$ cat config.mk
export PLATFORM = sky130hd
export DESIGN_NAME = xbus_resp_serializer
export DESIGN_NICKNAME = d
export VERILOG_FILES = /design/src/hdl/xbus_pkg.sv /design/src/hdl/sysbus_pkg.sv /design/src/hdl/xbus_resp_serializer.sv
export SDC_FILE = /design/constraint.sdc
export NUM_CORES = 1
export LEC_CHECK = 0
export BUFFER_PORTS_ARGS = -buffer_cell sky130_fd_sc_hd__buf_2
export CAP_MARGIN = 15
export CORE_ASPECT_RATIO = 0.6
export CORE_MARGIN = 10
export CORE_UTILIZATION = 50
export DETAILED_ROUTE_END_ITERATION = 6
export GPL_ROUTABILITY_DRIVEN = 0
export HOLD_SLACK_MARGIN = 0.1
export PLACE_DENSITY = 0.75
export SLEW_MARGIN = 30
export SYNTH_ARGS = -nofsm -noshare
export SYNTH_HDL_FRONTEND = slang
export SYNTH_SLANG_ARGS = --single-unit
$ cat constraint.sdc
create_clock -name clk_i -period 11.1 [get_ports clk_i]
set_clock_uncertainty 0.15 [all_clocks]
set_input_delay 0.555 -clock clk_i [delete_from_list [all_inputs] [get_ports clk_i]]
set_output_delay 0.555 -clock clk_i [all_outputs]
set_load 0.05 [all_outputs]
$ cat src/hdl/xbus_pkg.sv
// Link word format for the serial link side of the bridge
// Every word is a 4-bit tag on top of a 32-bit payload, one word per clock
// Tag values follow the existing link encoding and must not be renumbered
`default_nettype none

package xbus_pkg;

  // ==========================================================================
  // Word layout
  // ==========================================================================

  localparam int XB_W  = 36;
  localparam int TAG_W = 4;
  localparam int PAY_W = 32;

  // Number of 32-bit payload lanes in one bus word
  localparam int LANES = 4;

  // ==========================================================================
  // Tags
  // ==========================================================================

  // NOP marks an idle link cycle in both directions
  localparam logic [TAG_W-1:0] TAG_NOP  = 4'd0;
  localparam logic [TAG_W-1:0] TAG_ADDR = 4'd1;
  localparam logic [TAG_W-1:0] TAG_CMD  = 4'd3;

  // Data tags run in lane order, so lane n uses TAG_D0 + n
  localparam logic [TAG_W-1:0] TAG_D0 = 4'd4;
  localparam logic [TAG_W-1:0] TAG_D1 = 4'd5;
  localparam logic [TAG_W-1:0] TAG_D2 = 4'd6;
  localparam logic [TAG_W-1:0] TAG_D3 = 4'd7;

  // ==========================================================================
  // Command payload fields
  // ==========================================================================

  localparam int CMD_WE_BIT    = 31;
  localparam int CMD_START_BIT = 28;

  // Both completion flags in bits 30:29 are set on the return path
  localparam logic [PAY_W-1:0] CMD_DONE_BITS = 32'h6000_0000;

endpackage

`default_nettype wire

$ cat src/hdl/sysbus_pkg.sv
// On-chip bus widths and the request and response records between stages
// The select mask carries one bit per byte of the 128-bit data word
`default_nettype none

package sysbus_pkg;

  localparam int ADR_W = 32;
  localparam int DAT_W = 128;
  localparam int SEL_W = 16;

  // One bus request as assembled from the link words
  typedef struct packed {
    logic             we;
    logic [SEL_W-1:0] sel;
    logic [ADR_W-1:0] adr;
    logic [DAT_W-1:0] dat;
  } sysbus_req_t;

  // One finished bus cycle, with the flag and mask that shape the reply
  typedef struct packed {
    logic             we;
    logic [SEL_W-1:0] sel;
    logic [DAT_W-1:0] dat;
  } sysbus_rsp_t;

endpackage

`default_nettype wire

$ cat src/hdl/xbus_resp_serializer.sv
// Sends the reply to one bus cycle back over the link, one word per clock
// Reads return each lane with a non-zero select nibble, lowest lane first
// Every reply ends with a single completion word; idle cycles carry NOP
`timescale 1ns/1ps
`default_nettype none

module xbus_resp_serializer (
  input  wire logic                    clk_i,
  input  wire logic                    rst_i,
  input  wire logic                    rsp_stb_i,
  input  wire sysbus_pkg::sysbus_rsp_t rsp_i,
  output logic [xbus_pkg::XB_W-1:0]    xb_dat_o,
  output logic                         done_o
);

  localparam int LANE_IW = $clog2(xbus_pkg::LANES);
  localparam int NIB_W   = sysbus_pkg::SEL_W / xbus_pkg::LANES;

  typedef enum logic {
    ST_IDLE,
    ST_SEND
  } state_t;

  state_t                         state_q;
  logic [xbus_pkg::LANES-1:0]     pend_q;
  logic [xbus_pkg::LANES-1:0]     rsp_lanes;
  logic [xbus_pkg::LANES-1:0]     cur_pend;
  logic [sysbus_pkg::DAT_W-1:0]   dat_q;
  logic [sysbus_pkg::DAT_W-1:0]   cur_dat;
  logic                           active;
  logic                           lane_hit;
  logic [LANE_IW-1:0]             lane_idx;

  // A lane is sent back only on a read, and only if any of its bytes was selected
  always_comb begin
    for (int i = 0; i < xbus_pkg::LANES; i++) begin
      rsp_lanes[i] = !rsp_i.we && (|rsp_i.sel[i*NIB_W +: NIB_W]);
    end
  end

  // In idle the reply starts straight from the strobe, so no cycle is lost
  assign active   = (state_q == ST_SEND) || rsp_stb_i;
  assign cur_pend = (state_q == ST_IDLE) ? rsp_lanes : pend_q;
  assign cur_dat  = (state_q == ST_IDLE) ? rsp_i.dat : dat_q;

  // Pick the lowest pending lane
  always_comb begin
    lane_hit = 1'b0;
    lane_idx = '0;
    for (int i = xbus_pkg::LANES - 1; i >= 0; i--) begin
      if (cur_pend[i]) begin
        lane_hit = 1'b1;
        lane_idx = LANE_IW'(i);
      end
    end
  end

  // ==========================================================================
  // Output word sequencer
  // ==========================================================================

  always_ff @(posedge clk_i) begin
    if (rst_i) begin
      state_q  <= ST_IDLE;
      pend_q   <= '0;
      done_o   <= 1'b0;
      xb_dat_o <= {xbus_pkg::TAG_NOP, {xbus_pkg::PAY_W{1'b0}}};
    end else begin
      done_o   <= 1'b0;
      xb_dat_o <= {xbus_pkg::TAG_NOP, {xbus_pkg::PAY_W{1'b0}}};
      if (active) begin
        if (lane_hit) begin
          // Data tag follows the lane number
          xb_dat_o <= {xbus_pkg::TAG_D0 + xbus_pkg::TAG_W'(lane_idx),
                       cur_dat[lane_idx*xbus_pkg::PAY_W +: xbus_pkg::PAY_W]};
          pend_q   <= cur_pend & ~(xbus_pkg::LANES'(1) << lane_idx);
          state_q  <= ST_SEND;
        end else begin
          // All lanes out, so close the transaction
          xb_dat_o <= {xbus_pkg::TAG_CMD, xbus_pkg::CMD_DONE_BITS};
          done_o   <= 1'b1;
          state_q  <= ST_IDLE;
        end
      end
    end
  end

  // Read data is held for the lanes that follow the first one
  always_ff @(posedge clk_i) begin
    if (state_q == ST_IDLE && rsp_stb_i) begin
      dat_q <= rsp_i.dat;
    end
  end

endmodule

`default_nettype wire

==> impl_metrics.py <==
metrics = {
    "timing": {
        "worstMarginPinSlew_ns": 0.845,
        "setup_viol": 0,
        "finalHoldViolCount": 0,
        "post-route-period-util_pct": 26.6,
        "fin_ws_ns": 8.15,
        "rsz0062_at_grt": "no",
        "period_needed_ns": 2.95,
        "fmax_ghz": 0.339,
        "drv_slew": 0,
        "tns_ns": 0,
        "slew_headroom_pct": 43.7,
        "holdWs_ns": 0.171,
    },
    "synthesis": {
        "synthCells": 490,
        "synthTopCellsByArea": "edfxtp_1 (51%), mux2i_1 (17%), dfxtp_1 (11%), o22a_1 (6.0%), o22ai_2 (4.8%)",
        "yosys_warnings": 0,
        "synth-seq-area-share_pct": 61.4,
        "synth.distinct_cells": 49,
        "synth_edf_count": 128,
        "ys_seq_elements": 169,
        "syn_area_um2": 7600,
        "syn_area_per_cell_um2": 15.5,
        "synthArstFlopShare_pct": 0,
        "syn_nets": 638,
        "synthFlopType": "edfxtp_1",
        "yosys.area.top_type": "edfxtp_1",
        "yosys.area.top_type_share_pct": 50.6,
    },
    "placed_design": {
        "hpwl_um": 13100,
        "port_buffers": 183,
        "place_area_um2": 8610,
        "place_ws_ns": 7.99,
        "dpl.cell_count": 843,
    },
    "status": {
        "outcome": "complete, no violations",
    },
    "global_routing": {
        "grt_max_degree": 89,
        "antenna_found_initial": 0,
        "grt_pass1_vias": 5260,
        "grt_pass1_wl_um": 29000,
        "overflow": 0,
        "gr-usage-all-layers_pct": 17.9,
    },
    "detailed_routing": {
        "drtIter0Drc": 422,
        "wl_per_cell_um": 21.8,
        "wl_um": 19100,
        "num_vias": 4920,
        "drc": 0,
        "dr.pass1.iters": 5,
        "antenna_left": 0,
        "via_per_inst": 5.62,
    },
    "floorplan": {
        "rows": 34,
        "io_pins": 185,
        "die_h_um": 115,
        "die_w_um": 179,
        "start_util_pct": 51.8,
        "die_area_um2": 20700,
        "core-area_um2": 14700,
    },
    "critical_path": {
        "cp.required_ns": 11.27,
        "worstSetupPathType": "register to register",
        "cp.arrival_ns": 3.12,
        "cp_max_fo": 32,
        "crit_path_end_kind": "register",
        "critical_path.startpoint_type": "register",
    },
    "cts": {
        "cts_buffer_depth": 2,
        "cts_buffers": 17,
        "htree_num_levels": 4,
        "cts_setup_buffers": 0,
        "cts_sinks": 169,
        "cts_resized": 0,
        "cts_tree": "done",
        "clock_latency_ns": 0.42,
        "holdBufCountCts": 0,
        "clockRootBuffer": "clkbuf_16",
        "cts.clk_slew.worst_paths_ns": 0.07,
    },
    "job": {
        "maxCapViolations": 0,
    },
    "finish": {
        "fin_util_pct": 62.7,
        "design_area_um2": 9210,
        "fillerInstances": 1140,
        "num-nets-final": 812,
        "antenna_cells": 0,
        "drive_above_1_share_pct": 41.8,
        "multi_input_area_um2": 2660,
        "syn_to_final_growth_pct": 21.2,
        "finalNonFillerCells": 875,
        "regArea_um2": 4670,
    },
    "pwr": {
        "total_power_mw": 1.63,
        "vdd_drop_max_uv": 110,
        "power.leakage_nw": 3.52,
        "p_per_area_nw_per_um2": 177,
    },
    "hold_path": {
        "hp-class": "input port to register",
    },
}
[metal layers]
metal  GRT usage [%]  up-vias  wire length [um]
li1                -     2301                 -
met1            24.3     2400              8660
met2            27.3      207              8620
met3            6.24       12              1690
met4            3.97        0               116
met5               0        -                 0
[flip-flops by register name, summed over array words and instances (netlist names)]
signal    cells
dat_q       128
pend_q        4
done_o        1
state_q       1
xb_dat_o     35
[cells in the final DEF (no fill, tap or decap), types with 3 or more instances in the layout]
cell       netlist  layout
buf_2           17     183
nor4_2           3       3
nor2_1           8       8
o22a_1          52      52
o22a_2           8       8
edfxtp_1       128     128
dfxtp_1         41      40
inv_6            0       4
clkbuf_16        0      17
o22ai_2         29      29
o21ai_1          3       3
mux2i_1        126     126
clkinv_4         0       5
nand3_1          5       5
nand2_1          8       8
buf_4            2       3
[critical path, cell delays in order (launching register included)]
cell and delay [ns]:
dfxtp_4 0.59, or2_1 0.35, o21a_1 0.18, buf_4 0.39
nand2_2 0.56, and3_1 0.35, o31ai_1 0.27
[power by group]
part / leakage, nW / internal [mW] / total, mW / switching, mW
registers: 1.56 / 0.733 / 0.750 / 0.0173
logic: 1.67 / 0.108 / 0.283 / 0.175
clock network: 0.288 / 0.337 / 0.595 / 0.258
[cell type report]
cell class	instances	share of cell area, %
tap	198	2.69
multi-input combinational	283	28.9
clock inverter	15	1.81
sequential	169	50.7
clock buffer	17	4.62
timing repair buffer	191	11.2
inverter	2	0.0816
[Yosys cell counts (3+ instances only)]
library cell / n
edfxtp_1: 128
mux2i_1: 126
o22a_1: 52
dfxtp_1: 41
o22ai_2: 29
buf_2: 17
buf_6: 9
nand2_1: 8
nor2_1: 8
o22a_2: 8
nand3_1: 5
clkbuf_1: 3
nor2b_1: 3
nor4_2: 3
o21ai_1: 3
[cells by family after synthesis]
logic type             after synthesis  share of synthesized area (%)
buffers and inverters               38                           3.69
AO/OA/AOI/OAI                      112                           14.6
multiplexers                       126                           16.6
other                                1                         0.0494
flip-flops                         169                           61.4
AND/OR/NAND/NOR                     44                           3.62
[path summary, 6_finish.rpt]
kind / cells after the start / endpoint / slack, ns / startpoint
worst min register to register: 2 / pend_q[2]$_SDFFE_PP0P_ / 0.33 / pend_q[2]$_SDFFE_PP0P_
worst min-delay path: 1 / dat_q[68]$_DFFE_PP_ / 0.17 / rsp_i[68]
worst max-delay path: 6 / xb_dat_o[30]$_SDFF_PP0_ / 8.15 / state_q$_SDFFE_PP0N_
worst max register to register: 6 / xb_dat_o[30]$_SDFF_PP0_ / 8.15 / state_q$_SDFFE_PP0N_
No activity file was read; power rests on OpenSTA's default activity.
